[config.mk]
export PLATFORM = sky130hd
export DESIGN_NAME = bus_sampler
export DESIGN_NICKNAME = d
export VERILOG_FILES = /design/src/logic/bus_sampler.sv
export SDC_FILE = /design/constraint.sdc
export NUM_CORES = 1
export LEC_CHECK = 0
export BUFFER_PORTS_ARGS = -buffer_cell sky130_fd_sc_hd__buf_2
export CAP_MARGIN = 20
export CORE_AREA = 2 2 39 41
export DETAILED_ROUTE_END_ITERATION = 6
export DIE_AREA = 0 0 41 43
export PLACE_DENSITY = 0.43
export RECOVER_POWER = 50
export SETUP_SLACK_MARGIN = 0.15
export SLEW_MARGIN = 0
export SYNTH_ARGS = -nofsm -noshare
export SYNTH_HDL_FRONTEND = slang
export SYNTH_SLANG_ARGS = --single-unit
[constraint.sdc]
create_clock -name sda -period 1.1 [get_ports sda]
set_input_delay 0.055 -clock sda [delete_from_list [all_inputs] [get_ports sda]]
set_output_delay 0.055 -clock sda [all_outputs]
set_load 0.01 [all_outputs]
[src/logic/bus_sampler.sv]
`timescale 1ns/1ps
`default_nettype none

module bus_sampler (
    input  logic sda,
    input  logic rst,
    input  logic scl,
    input  logic data_in,
    output logic scl_rise,
    output logic scl_fall,
    output logic bit_in,
    output logic start_seen,
    output logic stop_seen
);

    logic [1:0] scl_sync;
    logic [1:0] dat_sync;
    logic       scl_q;
    logic       dat_q;

    assign bit_in = dat_q;    // aligned with the edge strobes

    always_ff @(posedge sda)
    begin
        if (rst)
        begin
            scl_sync   <= 2'b11;    // idle bus is high
            dat_sync   <= 2'b11;
            scl_q      <= 1'b1;
            dat_q      <= 1'b1;
            scl_rise   <= 1'b0;
            scl_fall   <= 1'b0;
            start_seen <= 1'b0;
            stop_seen  <= 1'b0;
        end
        else
        begin
            scl_sync   <= {scl_sync[0], scl};
            dat_sync   <= {dat_sync[0], data_in};
            scl_q      <= scl_sync[1];
            dat_q      <= dat_sync[1];
            scl_rise   <= scl_sync[1] & ~scl_q;
            scl_fall   <= ~scl_sync[1] & scl_q;
            // data edges with scl held high are bus conditions, not data
            start_seen <= scl_sync[1] & scl_q & dat_q & ~dat_sync[1];
            stop_seen  <= scl_sync[1] & scl_q & ~dat_q & dat_sync[1];
        end
    end

endmodule

`default_nettype wire

; Yosys cells after proc, flatten, opt, wreduce, memory -nomap -nowiden
; Index checks and enable logic that the tools add are counted.
[word_totals]
regBits = 10
input_bits = 4
wordCells = 19
[op_classes]
n_bitwise = 11
[op_table]
columns = op, n
row1 = $and A1 B1 Y1, 7
row2 = $not A1 Y1, 4

; Longest topological paths before layout
; Gate-level depths: netlist (run 1).
[logic_depth]
ltp_word = 3
ltp_mapped = 2
depth_no_buf = 2

; Least setup slack after synthesis (run 1)
; No wires, ideal clock.
[synth_timing]
path_type = reg2reg
start = register dat_sync[1]
end = register dat_q (netlist: bit_in)
t_arrival_ns = 0.571
setup_slack_ns = 0.406
stages_incl_launch_ff = 2
n_path_buf = 0
cell_sequence = dfxtp_1 > or2_2
[synth_lines]
columns = element, line_no
row1 = start: declaration, 17  ; logic [1:0] dat_sync;
row2 = start signal: assignment, 39  ; dat_sync <= {dat_sync[0], data_in};
row3 = end signal: assignment, 41  ; dat_q <= dat_sync[1];
row4 = end: declaration, 19  ; logic dat_q;
; No word-level cell between the ends.

; Worst setup path in the final report (run 1)
[layout_timing]
start = input port data_in
end = register dat_sync[0]
[layout_lines]
columns = element, line_no
row1 = start: declaration, 8  ; input logic data_in,
; No word-level cell between the ends.

==> impl_metrics.xml, run 1 <==
<?xml version="1.0" encoding="UTF-8"?>
<metrics>
  <group name="synthesis">
    <metric name="syn-instance-count" unit="">22</metric>
    <metric name="ys.flop_type" unit="">sky130_fd_sc_hd__dfxtp_1</metric>
    <metric name="yosys-top-cells-area" unit="">sky130_fd_sc_hd__dfxtp_1 (67%), sky130_fd_sc_hd__nor3b_2 (8.3%), sky130_fd_sc_hd__or2_1 (8.3%)</metric>
    <metric name="mean_post_synth_cell_area" unit="um2">13.6</metric>
    <metric name="synthesis.nets" unit="">26</metric>
    <metric name="async_reset_ff_share" unit="%">0</metric>
    <metric name="netlist_top_cells_count" unit="">sky130_fd_sc_hd__dfxtp_1 (10), sky130_fd_sc_hd__or2_1 (4), sky130_fd_sc_hd__nor3b_2 (2), sky130_fd_sc_hd__or2_2 (2)</metric>
    <metric name="synth_sequential_area_ratio" unit="%">66.7</metric>
    <metric name="ys_seq_elements" unit="">10</metric>
    <metric name="post-synth-top-area-fraction" unit="%">66.7</metric>
    <metric name="most_common_cell_in_the_synthesized_netlist" unit="">sky130_fd_sc_hd__dfxtp_1</metric>
    <metric name="yosys.cell_types.count" unit="">8</metric>
    <metric name="yosys_warnings" unit="">0</metric>
    <metric name="netlist.top_cell.by_area" unit="">sky130_fd_sc_hd__dfxtp_1</metric>
    <metric name="synth_enable_flop_cells" unit="">0</metric>
    <metric name="synth_area" unit="um2">300</metric>
  </group>
  <group name="place">
    <metric name="place.port_buffers" unit="">8</metric>
    <metric name="finalWeightedCongestion" unit="">0.615</metric>
    <metric name="place_inst" unit="">46</metric>
    <metric name="pre_cts_slack" unit="ps">370</metric>
  </group>
  <group name="clocking">
    <metric name="cts.reportedPaths.clkPinSlew" unit="ps">70</metric>
    <metric name="ctsHtreeMaxLevel" unit="">1</metric>
    <metric name="post_cts_hold_buffer_count" unit="">2</metric>
    <metric name="clock-root-buffer" unit="">sky130_fd_sc_hd__clkbuf_4</metric>
    <metric name="clkLatencyLatePin" unit="ps">270</metric>
    <metric name="cts.repair_timing.setup_buffer_count" unit="">0</metric>
    <metric name="cts.sink_count" unit="">10</metric>
    <metric name="cts_buffer_depth" unit="">2</metric>
    <metric name="cts_repair_resize_count" unit="">0</metric>
    <metric name="tritoncts" unit="">built</metric>
    <metric name="cts_inserted_buffers" unit="">3</metric>
  </group>
  <group name="timing">
    <metric name="grt_setup_unrepaired" unit="">false</metric>
    <metric name="hold-worst-slack" unit="ps">24.5</metric>
    <metric name="worst_slew_margin_rel" unit="%">90.1</metric>
    <metric name="finalHoldViolCount" unit="">0</metric>
    <metric name="fin_tns_setup" unit="ps">0</metric>
    <metric name="min_period_over_period" unit="%">75.4</metric>
    <metric name="max_clock_freq" unit="MHz">1210</metric>
    <metric name="tightestPinTransition" unit="ps">149</metric>
    <metric name="worst_clock_skew" unit="ps">7.69</metric>
    <metric name="setup_slack" unit="ps">271</metric>
    <metric name="final-max-slew-violation-count" unit="">0</metric>
    <metric name="final_period_minus_worst_setup_slack" unit="ps">829</metric>
    <metric name="setup_violations" unit="">0</metric>
  </group>
  <group name="routing">
    <metric name="detailedRoute.firstPassIterationCount" unit="">2</metric>
    <metric name="detail_route.wirelength" unit="um">429</metric>
    <metric name="avgRoutedWirePerCell" unit="um">8.25</metric>
    <metric name="routed_antenna_nets" unit="">0</metric>
    <metric name="remaining_drc_errors" unit="">0</metric>
    <metric name="drt-vias-per-instance" unit="">3.67</metric>
    <metric name="drt_iter0_markers" unit="">2</metric>
    <metric name="detailroute.via_count" unit="">191</metric>
  </group>
  <group name="worst_setup_path">
    <metric name="reg2reg_to" unit="">start_seen$_SDFF_PP0_</metric>
    <metric name="number_of_cells_traversed_by_the_worst_register_to_register_path" unit="">2</metric>
    <metric name="worst_ep_arrival_time" unit="ps">980</metric>
    <metric name="ff2ff_setup_slack" unit="ps">340</metric>
    <metric name="r2r_start" unit="">scl_q$_SDFF_PP1_</metric>
    <metric name="timing.critical_path.fanout_max" unit="">1</metric>
    <metric name="cp.required" unit="ps">1250</metric>
    <metric name="critPathCaptureType" unit="">flip-flop</metric>
    <metric name="start_kind" unit="">input port</metric>
    <metric name="worstSetupPathType" unit="">in -&gt; reg</metric>
  </group>
  <group name="final_layout">
    <metric name="antenna_cells" unit="">0</metric>
    <metric name="final-seq-area" unit="um2">200</metric>
    <metric name="num-nets-final" unit="">41</metric>
    <metric name="finish.cell_count_without_fillers" unit="">52</metric>
    <metric name="final_layout_size_suffix_gt1_share" unit="%">47.2</metric>
    <metric name="fillerInstances" unit="">152</metric>
    <metric name="area.growth.synth_to_final" unit="%">34.6</metric>
    <metric name="multi_input_area" unit="um2">83.8</metric>
    <metric name="fin_util" unit="%">29.2</metric>
  </group>
  <group name="global_routing">
    <metric name="antenna_violations_before_repair" unit="">0</metric>
    <metric name="first_pass_grt_wire_length" unit="um">759</metric>
    <metric name="first_global_vias" unit="">199</metric>
    <metric name="overflow" unit="">0</metric>
    <metric name="maximum_number_of_pins_on_one_net_before_global_route_repair" unit="">9</metric>
    <metric name="grtUsageTotal" unit="%">7.56</metric>
  </group>
  <group name="min_path">
    <metric name="hp-start" unit="">rst</metric>
    <metric name="min_delay_worst_endpoint" unit="">scl_rise$_SDFF_PP0_</metric>
    <metric name="hold_path_class" unit="">in -&gt; reg</metric>
    <metric name="min_delay_path_depth" unit="">2</metric>
  </group>
  <group name="floorplanning">
    <metric name="initial_core_util" unit="%">21.7</metric>
    <metric name="die_y" unit="um">43</metric>
    <metric name="design.portCount" unit="">9</metric>
    <metric name="core_area" unit="um2">1380</metric>
    <metric name="die_width" unit="um">41</metric>
    <metric name="design.die.area" unit="um2">1760</metric>
    <metric name="placementRows" unit="">14</metric>
  </group>
  <group name="pwr">
    <metric name="powerDensity" unit="nW/um2">1820</metric>
    <metric name="vdd.ir_drop.worst" unit="V">0.000939</metric>
    <metric name="cellLeakagePower" unit="uW">0.000180</metric>
  </group>
  <group name="job">
    <metric name="max_cap_violations" unit="">0</metric>
  </group>
  <group name="outcome">
    <metric name="status" unit="">finished clean</metric>
  </group>
</metrics>
[cell type report]
| type | count | share of cell area [%] |
|---|---|---|
| well taps | 16 | 4.95 |
| inverters | 1 | 0.929 |
| flip-flops and latches | 10 | 49.5 |
| repair buffers | 10 | 14.9 |
| multi-input cells | 11 | 20.7 |
| clock buffers | 4 | 8.98 |
[how the worst max path moves through the flow]
stage | startpoint | cells after the start | slack, ps | endpoint
floorplan | dat_sync[1]$_SDFF_PP1_ | 1 | 410 | bit_in$_SDFF_PP1_
global placement | dat_sync[1]$_SDFF_PP1_ | 1 | 400 | bit_in$_SDFF_PP1_
detailed placement | scl_q$_SDFF_PP1_ | 2 | 370 | start_seen$_SDFF_PP0_
CTS | bit_in$_SDFF_PP1_ | 1 | 270 | bit_in
global route | bit_in$_SDFF_PP1_ | 1 | 240 | bit_in
finish | data_in | 3 | 270 | dat_sync[0]$_SDFF_PP1_
[kinds of logic after synthesis]
logic type | count (synthesis) | share of synthesized area, %
buffers and inverters | 1 | 1.25
DFF | 10 | 66.7
and+or+nand+nor | 11 | 32.1
[worst max-delay path: stages]
cell	delay [ps]
sky130_fd_sc_hd__dlygate4sd3_1	530
sky130_fd_sc_hd__buf_2	120
sky130_fd_sc_hd__or2_2	280
[per-layer routing]
layer | wire length [um] | GRT usage [%]
met1 | 138 | 6.19
met2 | 210 | 9.06
met3 | 69 | 9.42
met4 | 11 | 6.00
met5 | 0 | 0
[per-stage QoR]
| stage | total power, uW | cell area [um2] |
|---|---|---|
| floorplan | 405 | 300 |
| global placement | 417 | 360 |
| detailed placement | 418 | 360 |
| CTS | 756 | 417 |
| global route | 780 | 404 |
| finish | 735 | 404 |
[flip-flops by register name, summed over array words and instances, names as in the netlist]
name,count
dat_sync,2
scl_sync,2
bit_in,1
scl_fall,1
scl_q,1
scl_rise,1
start_seen,1
stop_seen,1
[placed cells by master (no fill, tap or decap)]
cell                            netlist  final
sky130_fd_sc_hd__dfxtp_1             10     10
sky130_fd_sc_hd__buf_2                0      8
sky130_fd_sc_hd__or2_1                4      3
sky130_fd_sc_hd__clkbuf_4             0      3
sky130_fd_sc_hd__or2_2                2      2
sky130_fd_sc_hd__nor3b_2              2      2
sky130_fd_sc_hd__dlygate4sd3_1        0      2
sky130_fd_sc_hd__nor3b_1              1      1
sky130_fd_sc_hd__inv_1                1      1
sky130_fd_sc_hd__or2_0                0      1
sky130_fd_sc_hd__nor2_2               1      1
sky130_fd_sc_hd__nand3b_1             0      1
sky130_fd_sc_hd__clkbuf_8             0      1
[power by group]
group / internal (uW) / switching [uW]
clock: 201 / 124
sequential: 374 / 4.65
combinational: 19.2 / 13.0
total: 594 / 142
(Power assumes the default switching activity.)
==> run 2, diff against run 1 <==
clock period = 0.8 ns   (was 1.1 ns; I/O delays follow)
==> impl_metrics.xml, run 2 (synthesized netlist as in run 1, its figures left out) <==
<?xml version="1.0" encoding="UTF-8"?>
<metrics>
  <group name="timing">
    <metric name="min_period_over_period" unit="%">90.8</metric>
    <metric name="tightestPinTransition" unit="ps">295</metric>
    <metric name="setup_violations" unit="">0</metric>
    <metric name="grt_setup_unrepaired" unit="">true</metric>
    <metric name="worst_clock_skew" unit="ps">1.78</metric>
    <metric name="max_clock_freq" unit="MHz">1380</metric>
    <metric name="finalHoldViolCount" unit="">2</metric>
    <metric name="setup_slack" unit="ps">73.7</metric>
    <metric name="worst_slew_margin_rel" unit="%">80.3</metric>
    <metric name="hold-worst-slack" unit="ps">-46.4</metric>
    <metric name="final_period_minus_worst_setup_slack" unit="ps">726</metric>
    <metric name="final-max-slew-violation-count" unit="">0</metric>
    <metric name="fin_tns_setup" unit="ps">0</metric>
  </group>
  <group name="place">
    <metric name="pre_cts_slack" unit="ps">104</metric>
    <metric name="place.port_buffers" unit="">8</metric>
    <metric name="place_inst" unit="">46</metric>
    <metric name="finalWeightedCongestion" unit="">0.598</metric>
  </group>
  <group name="final_layout">
    <metric name="antenna_cells" unit="">0</metric>
    <metric name="finish.cell_count_without_fillers" unit="">52</metric>
    <metric name="biggestRegsByFlops" unit="">dat_sync (2), scl_sync (2)</metric>
    <metric name="fillerInstances" unit="">151</metric>
    <metric name="area.growth.synth_to_final" unit="%">41.7</metric>
    <metric name="layout_common_cells" unit="">sky130_fd_sc_hd__dfxtp_1 (7), sky130_fd_sc_hd__buf_2 (5), sky130_fd_sc_hd__or2_1 (4)</metric>
    <metric name="multi_input_area" unit="um2">95.1</metric>
    <metric name="final_layout_size_suffix_gt1_share" unit="%">63.9</metric>
    <metric name="layout.cells.most_common" unit="">sky130_fd_sc_hd__dfxtp_1</metric>
    <metric name="final-seq-area" unit="um2">204</metric>
    <metric name="num-nets-final" unit="">41</metric>
  </group>
  <group name="clocking">
    <metric name="cts.reportedPaths.clkPinSlew" unit="ps">60</metric>
    <metric name="cts_inserted_buffers" unit="">3</metric>
    <metric name="cts.sink_count" unit="">10</metric>
    <metric name="tritoncts" unit="">built</metric>
    <metric name="cts_buffer_depth" unit="">2</metric>
    <metric name="ctsHtreeMaxLevel" unit="">1</metric>
    <metric name="clock-root-buffer" unit="">sky130_fd_sc_hd__clkbuf_4</metric>
    <metric name="clkLatencyLatePin" unit="ps">260</metric>
  </group>
  <group name="floorplanning">
    <metric name="die_width" unit="um">41</metric>
    <metric name="die_y" unit="um">43</metric>
    <metric name="core_area" unit="um2">1380</metric>
    <metric name="placementRows" unit="">14</metric>
    <metric name="design.portCount" unit="">9</metric>
    <metric name="initial_core_util" unit="%">21.7</metric>
    <metric name="design.die.area" unit="um2">1760</metric>
  </group>
  <group name="worst_setup_path">
    <metric name="largest_delay_contributor_family_on_the_critical_path" unit="">flip-flops</metric>
    <metric name="worstPathBufferInverterCount" unit="">1</metric>
    <metric name="number_of_cells_traversed_by_the_worst_register_to_register_path" unit="">2</metric>
    <metric name="r2r_start" unit="">scl_sync[1]$_SDFF_PP1_</metric>
    <metric name="timing.critical_path.fanout_max" unit="">2</metric>
    <metric name="ff2ff_setup_slack" unit="ps">90</metric>
    <metric name="critPathCaptureType" unit="">primary output</metric>
    <metric name="critical_path_origin" unit="">bit_in$_SDFF_PP1_</metric>
    <metric name="cp.required" unit="ps">760</metric>
    <metric name="critical_path.slowest_cell" unit="">sky130_fd_sc_hd__dfxtp_2</metric>
    <metric name="reg2reg_to" unit="">start_seen$_SDFF_PP0_</metric>
    <metric name="crit_path_max_incr_delay" unit="ps">320</metric>
    <metric name="timing.critical_path.depth" unit="">1</metric>
    <metric name="list_of_cells_traversed_by_the_critical_path" unit="">buf_6</metric>
    <metric name="critical_path.endpoint" unit="">bit_in</metric>
    <metric name="start_kind" unit="">flip-flop</metric>
    <metric name="worst_ep_arrival_time" unit="ps">690</metric>
    <metric name="worstSetupPathType" unit="">reg -&gt; out</metric>
  </group>
  <group name="routing">
    <metric name="routed_antenna_nets" unit="">0</metric>
    <metric name="remaining_drc_errors" unit="">0</metric>
    <metric name="avgRoutedWirePerCell" unit="um">8.19</metric>
    <metric name="detailroute.via_count" unit="">198</metric>
    <metric name="detail_route.wirelength" unit="um">426</metric>
    <metric name="drt_iter0_markers" unit="">1</metric>
    <metric name="drt-vias-per-instance" unit="">3.81</metric>
    <metric name="detailedRoute.firstPassIterationCount" unit="">2</metric>
  </group>
  <group name="pwr">
    <metric name="total_power" unit="uW">1010</metric>
    <metric name="cellLeakagePower" unit="uW">0.000189</metric>
    <metric name="powerDensity" unit="nW/um2">2360</metric>
    <metric name="vdd.ir_drop.worst" unit="V">0.000836</metric>
  </group>
  <group name="global_routing">
    <metric name="first_pass_grt_wire_length" unit="um">669</metric>
    <metric name="antenna_violations_before_repair" unit="">0</metric>
    <metric name="maximum_number_of_pins_on_one_net_before_global_route_repair" unit="">9</metric>
    <metric name="grtUsageTotal" unit="%">6.36</metric>
    <metric name="first_global_vias" unit="">197</metric>
    <metric name="overflow" unit="">0</metric>
  </group>
  <group name="job">
    <metric name="max_cap_violations" unit="">0</metric>
  </group>
  <group name="min_path">
    <metric name="hp-start" unit="">scl</metric>
    <metric name="min_delay_path_depth" unit="">2</metric>
    <metric name="hold_path_class" unit="">in -&gt; reg</metric>
  </group>
  <group name="outcome">
    <metric name="violations_in_the_final_reports" unit="">negative hold slack</metric>
    <metric name="status" unit="">finished with violations</metric>
  </group>
</metrics>
==> run 2: changes by cell type in the layout (fill, tap and decap cells not counted), sizes merged <==
cell         change
buf              +1
clkbuf           +1
dlygate4sd3      -2
==> run 2: how the worst min path moves through the flow <==
stage	to	slack, ps
floorplan	scl_rise$_SDFF_PP0_	120
global placement	scl_sync[0]$_SDFF_PP1_	220
detailed placement	scl_sync[0]$_SDFF_PP1_	220
CTS	scl_sync[0]$_SDFF_PP1_	-60
global route	scl_sync[0]$_SDFF_PP1_	-30
finish	scl_sync[0]$_SDFF_PP1_	-50
==> run 2: what timing repair did <==
action                     CTS  global route
setup endpoints to repair   10            11
gates resized for setup      2             3
setup buffers                2             0
hold endpoints to repair     2             2
pin swaps                    1             0
==> run 2: power by group <==
group	internal, uW	switching, uW	leakage [uW]
Sequential	515	7.14	0.0000816
Combinational	27.8	18.8	0.0000869
Clock	276	162	0.0000210
Total	818	188	0.000189
==> run 2: cell type report <==
| class | count | area share (%) |
|---|---|---|
| multi-input cells | 11 | 22.4 |
| inverters | 1 | 0.882 |
| flip-flops and latches | 10 | 47.9 |
| clock buffers | 4 | 8.53 |
| repair buffers | 10 | 15.6 |
| well taps | 16 | 4.71 |
==> run 2: worst reg2reg max path, cell delays in order (launching register included) <==
cell and delay (ps):
sky130_fd_sc_hd__dfxtp_1 360, sky130_fd_sc_hd__nand3b_2 110, sky130_fd_sc_hd__nor3b_2 170
==> run 2: metrics by stage <==
stage / instance area [um2] / hold slack, ps / utilization (%)
2_1_floorplan: 307 / 116 / -
3_3_place_gp: 367 / 218 / 26.5
3_5_place_dp: 367 / 221 / 26.5
4_1_cts: 425 / -58.4 / 30.7
5_1_grt: 425 / -30.3 / 30.7
6_report: 425 / -46.4 / 30.7
==> run 2: layer usage <==
metal	vias to the layer above	GRT usage [%]	part of all wire (%)
li1	97	-	-
met1	94	5.25	36
met2	7	9.06	54
met3	0	3.14	9.6
met4	0	8.00	0
met5	-	0	0
==> run 3, diff against run 2 <==
ABC_AREA = 1   (was unset)
PLACE_DENSITY = 0.42   (was 0.43)
==> impl_metrics.xml, run 3 <==
<?xml version="1.0" encoding="UTF-8"?>
<metrics>
  <group name="global_routing">
    <metric name="maximum_number_of_pins_on_one_net_before_global_route_repair" unit="">8</metric>
    <metric name="antenna_violations_before_repair" unit="">0</metric>
    <metric name="first_global_vias" unit="">224</metric>
    <metric name="first_pass_grt_wire_length" unit="um">807</metric>
    <metric name="grtUsageTotal" unit="%">6.88</metric>
    <metric name="overflow" unit="">0</metric>
  </group>
  <group name="clocking">
    <metric name="tritoncts" unit="">built</metric>
    <metric name="clock-root-buffer" unit="">sky130_fd_sc_hd__clkbuf_4</metric>
    <metric name="ctsHtreeMaxLevel" unit="">1</metric>
    <metric name="cts_inserted_buffers" unit="">3</metric>
    <metric name="cts.reportedPaths.clkPinSlew" unit="ps">60</metric>
    <metric name="clkLatencyLatePin" unit="ps">250</metric>
    <metric name="cts.sink_count" unit="">10</metric>
    <metric name="cts_buffer_depth" unit="">2</metric>
  </group>
  <group name="synthesis">
    <metric name="ys_seq_elements" unit="">10</metric>
    <metric name="yosys-top-cells-area" unit="">sky130_fd_sc_hd__dfxtp_1 (70%), sky130_fd_sc_hd__or2_1 (8.8%), sky130_fd_sc_hd__nand2_1 (6.6%)</metric>
    <metric name="synth_sequential_area_ratio" unit="%">70.2</metric>
    <metric name="syn-instance-count" unit="">29</metric>
    <metric name="ys.flop_type" unit="">sky130_fd_sc_hd__dfxtp_1</metric>
    <metric name="most_common_cell_in_the_synthesized_netlist" unit="">sky130_fd_sc_hd__dfxtp_1</metric>
    <metric name="post-synth-top-area-fraction" unit="%">70.2</metric>
    <metric name="synth_area" unit="um2">285</metric>
    <metric name="mean_post_synth_cell_area" unit="um2">9.84</metric>
    <metric name="yosys.cell_types.count" unit="">8</metric>
    <metric name="synth_enable_flop_cells" unit="">0</metric>
    <metric name="synthesis.nets" unit="">33</metric>
    <metric name="yosys_warnings" unit="">0</metric>
    <metric name="async_reset_ff_share" unit="%">0</metric>
    <metric name="netlist.top_cell.by_area" unit="">sky130_fd_sc_hd__dfxtp_1</metric>
    <metric name="netlist_top_cells_count" unit="">sky130_fd_sc_hd__dfxtp_1 (10), sky130_fd_sc_hd__nand2_1 (5), sky130_fd_sc_hd__or2_1 (4)</metric>
  </group>
  <group name="timing">
    <metric name="min_period_over_period" unit="%">90.5</metric>
    <metric name="fin_tns_setup" unit="ps">0</metric>
    <metric name="final-max-slew-violation-count" unit="">0</metric>
    <metric name="worst_slew_margin_rel" unit="%">79.4</metric>
    <metric name="setup_violations" unit="">0</metric>
    <metric name="worst_clock_skew" unit="ps">3.07</metric>
    <metric name="grt_setup_unrepaired" unit="">true</metric>
    <metric name="finalHoldViolCount" unit="">2</metric>
    <metric name="hold-worst-slack" unit="ps">-37.7</metric>
    <metric name="tightestPinTransition" unit="ps">309</metric>
    <metric name="max_clock_freq" unit="MHz">1380</metric>
    <metric name="final_period_minus_worst_setup_slack" unit="ps">724</metric>
    <metric name="setup_slack" unit="ps">75.9</metric>
  </group>
  <group name="final_layout">
    <metric name="final_layout_size_suffix_gt1_share" unit="%">39.0</metric>
    <metric name="antenna_cells" unit="">0</metric>
    <metric name="area.growth.synth_to_final" unit="%">36.8</metric>
    <metric name="num-nets-final" unit="">47</metric>
    <metric name="layout.cells.most_common" unit="">sky130_fd_sc_hd__dfxtp_1</metric>
    <metric name="biggestRegsByFlops" unit="">dat_sync (2), scl_sync (2)</metric>
    <metric name="layout_common_cells" unit="">sky130_fd_sc_hd__dfxtp_1 (8), sky130_fd_sc_hd__buf_2 (6), sky130_fd_sc_hd__or2_1 (4), sky130_fd_sc_hd__nand2_1 (4)</metric>
    <metric name="fillerInstances" unit="">151</metric>
  </group>
  <group name="floorplanning">
    <metric name="placementRows" unit="">14</metric>
    <metric name="core_area" unit="um2">1380</metric>
    <metric name="die_width" unit="um">41</metric>
    <metric name="design.portCount" unit="">9</metric>
    <metric name="initial_core_util" unit="%">20.6</metric>
    <metric name="design.die.area" unit="um2">1760</metric>
    <metric name="die_y" unit="um">43</metric>
  </group>
  <group name="outcome">
    <metric name="status" unit="">finished with violations</metric>
    <metric name="violations_in_the_final_reports" unit="">negative hold slack</metric>
  </group>
  <group name="place">
    <metric name="pre_cts_slack" unit="ps">184</metric>
    <metric name="dpl.hpwl" unit="um">335</metric>
    <metric name="place.port_buffers" unit="">8</metric>
    <metric name="finalWeightedCongestion" unit="">0.668</metric>
  </group>
  <group name="pwr">
    <metric name="cellLeakagePower" unit="uW">0.000193</metric>
    <metric name="powerDensity" unit="nW/um2">2260</metric>
    <metric name="total_power" unit="uW">883</metric>
    <metric name="vdd.ir_drop.worst" unit="V">0.000754</metric>
  </group>
  <group name="routing">
    <metric name="routed_antenna_nets" unit="">0</metric>
    <metric name="detailroute.via_count" unit="">223</metric>
    <metric name="avgRoutedWirePerCell" unit="um">7.79</metric>
    <metric name="detail_route.wirelength" unit="um">444</metric>
    <metric name="remaining_drc_errors" unit="">0</metric>
    <metric name="drt-vias-per-instance" unit="">3.91</metric>
    <metric name="detailedRoute.firstPassIterationCount" unit="">1</metric>
    <metric name="drt_iter0_markers" unit="">0</metric>
  </group>
  <group name="worst_setup_path">
    <metric name="worst_ep_arrival_time" unit="ps">680</metric>
    <metric name="worstSetupPathType" unit="">reg -&gt; out</metric>
    <metric name="crit_path_max_incr_delay" unit="ps">320</metric>
    <metric name="timing.critical_path.fanout_max" unit="">2</metric>
    <metric name="largest_delay_contributor_family_on_the_critical_path" unit="">flip-flops</metric>
    <metric name="critical_path.slowest_cell" unit="">sky130_fd_sc_hd__dfxtp_2</metric>
    <metric name="r2r_start" unit="">bit_in$_SDFF_PP1_</metric>
    <metric name="critPathCaptureType" unit="">primary output</metric>
    <metric name="cp.required" unit="ps">760</metric>
    <metric name="start_kind" unit="">flip-flop</metric>
    <metric name="worstPathBufferInverterCount" unit="">1</metric>
    <metric name="critical_path_origin" unit="">bit_in$_SDFF_PP1_</metric>
    <metric name="list_of_cells_traversed_by_the_critical_path" unit="">buf_6</metric>
  </group>
  <group name="min_path">
    <metric name="hp-start" unit="">scl</metric>
    <metric name="hold_path_class" unit="">in -&gt; reg</metric>
  </group>
  <group name="job">
    <metric name="max_cap_violations" unit="">0</metric>
  </group>
</metrics>
==> run 3: cell types whose count changed in the layout (fill, tap and decap cells not counted), sizes merged <==
| cell | change |
|---|---|
| nand2 | +5 |
| inv | +3 |
| nor3b | -3 |
| nand3 | +2 |
| nor2 | +2 |
| or2 | -2 |
| buf | -1 |
| clkbuf | -1 |
| nand3b | -1 |
| nor3 | +1 |
==> run 3: logic make-up after synthesis <==
logic type             after synthesis  synth area share [%]
DFF                                 10                  70.2
and+or+nand+nor                     15                  24.6
buffers and inverters                4                  5.26
==> run 3: layout make-up <==
class	count	area, um2	share of cell area [%]
Clock buffer	3	22.5	5.77
Inverter	4	15.0	3.85
Multi-Input combinational cell	15	77.6	19.9
Sequential cell	10	203	51.9
Tap cell	16	20.0	5.13
Timing Repair Buffer	9	52.6	13.5
==> run 3: final timing paths <==
kind,to,slack [ps],cells past startpoint
min reg2reg,scl_sync[1]$_SDFF_PP1_,400,1
max,bit_in,80,1
max reg2reg,stop_seen$_SDFF_PP0_,100,4
min,scl_sync[0]$_SDFF_PP1_,-40,2
==> run 3: per-layer routing <==
layer	global-route usage [%]	share of wire, %	vias to the layer above
li1	-	-	113
met1	7.59	38	102
met2	10.3	51	8
met3	3.14	10	0
met4	4.00	0	0
met5	0	0	-
==> run 3: through the flow <==
step | std cells | hold WS, ps | util, % | area [um2]
global route | 57 | -33.3 | 28.2 | 390
floorplan | 29 | 112 | - | 285
CTS | 57 | -47.6 | 27.7 | 383
detailed placement | 53 | 220 | 25.0 | 345
global placement | 53 | 217 | 25.0 | 345
finish | 57 | -37.7 | 28.2 | 390
==> run 3: what timing repair did <==
item | in CTS | in global routing
endpoints found under the hold margin | 2 | 2
buffers inserted | 1 | 0
pin swaps | 0 | 1
endpoints found under the setup margin | 5 | 9
resized for setup | 2 | 5
==> run 3: power by group <==
| part | switching, uW | internal [uW] | total, uW |
|---|---|---|---|
| registers | 6.49 | 515 | 521 |
| clock network | 146 | 172 | 318 |
| logic | 23.3 | 20.6 | 43.8 |
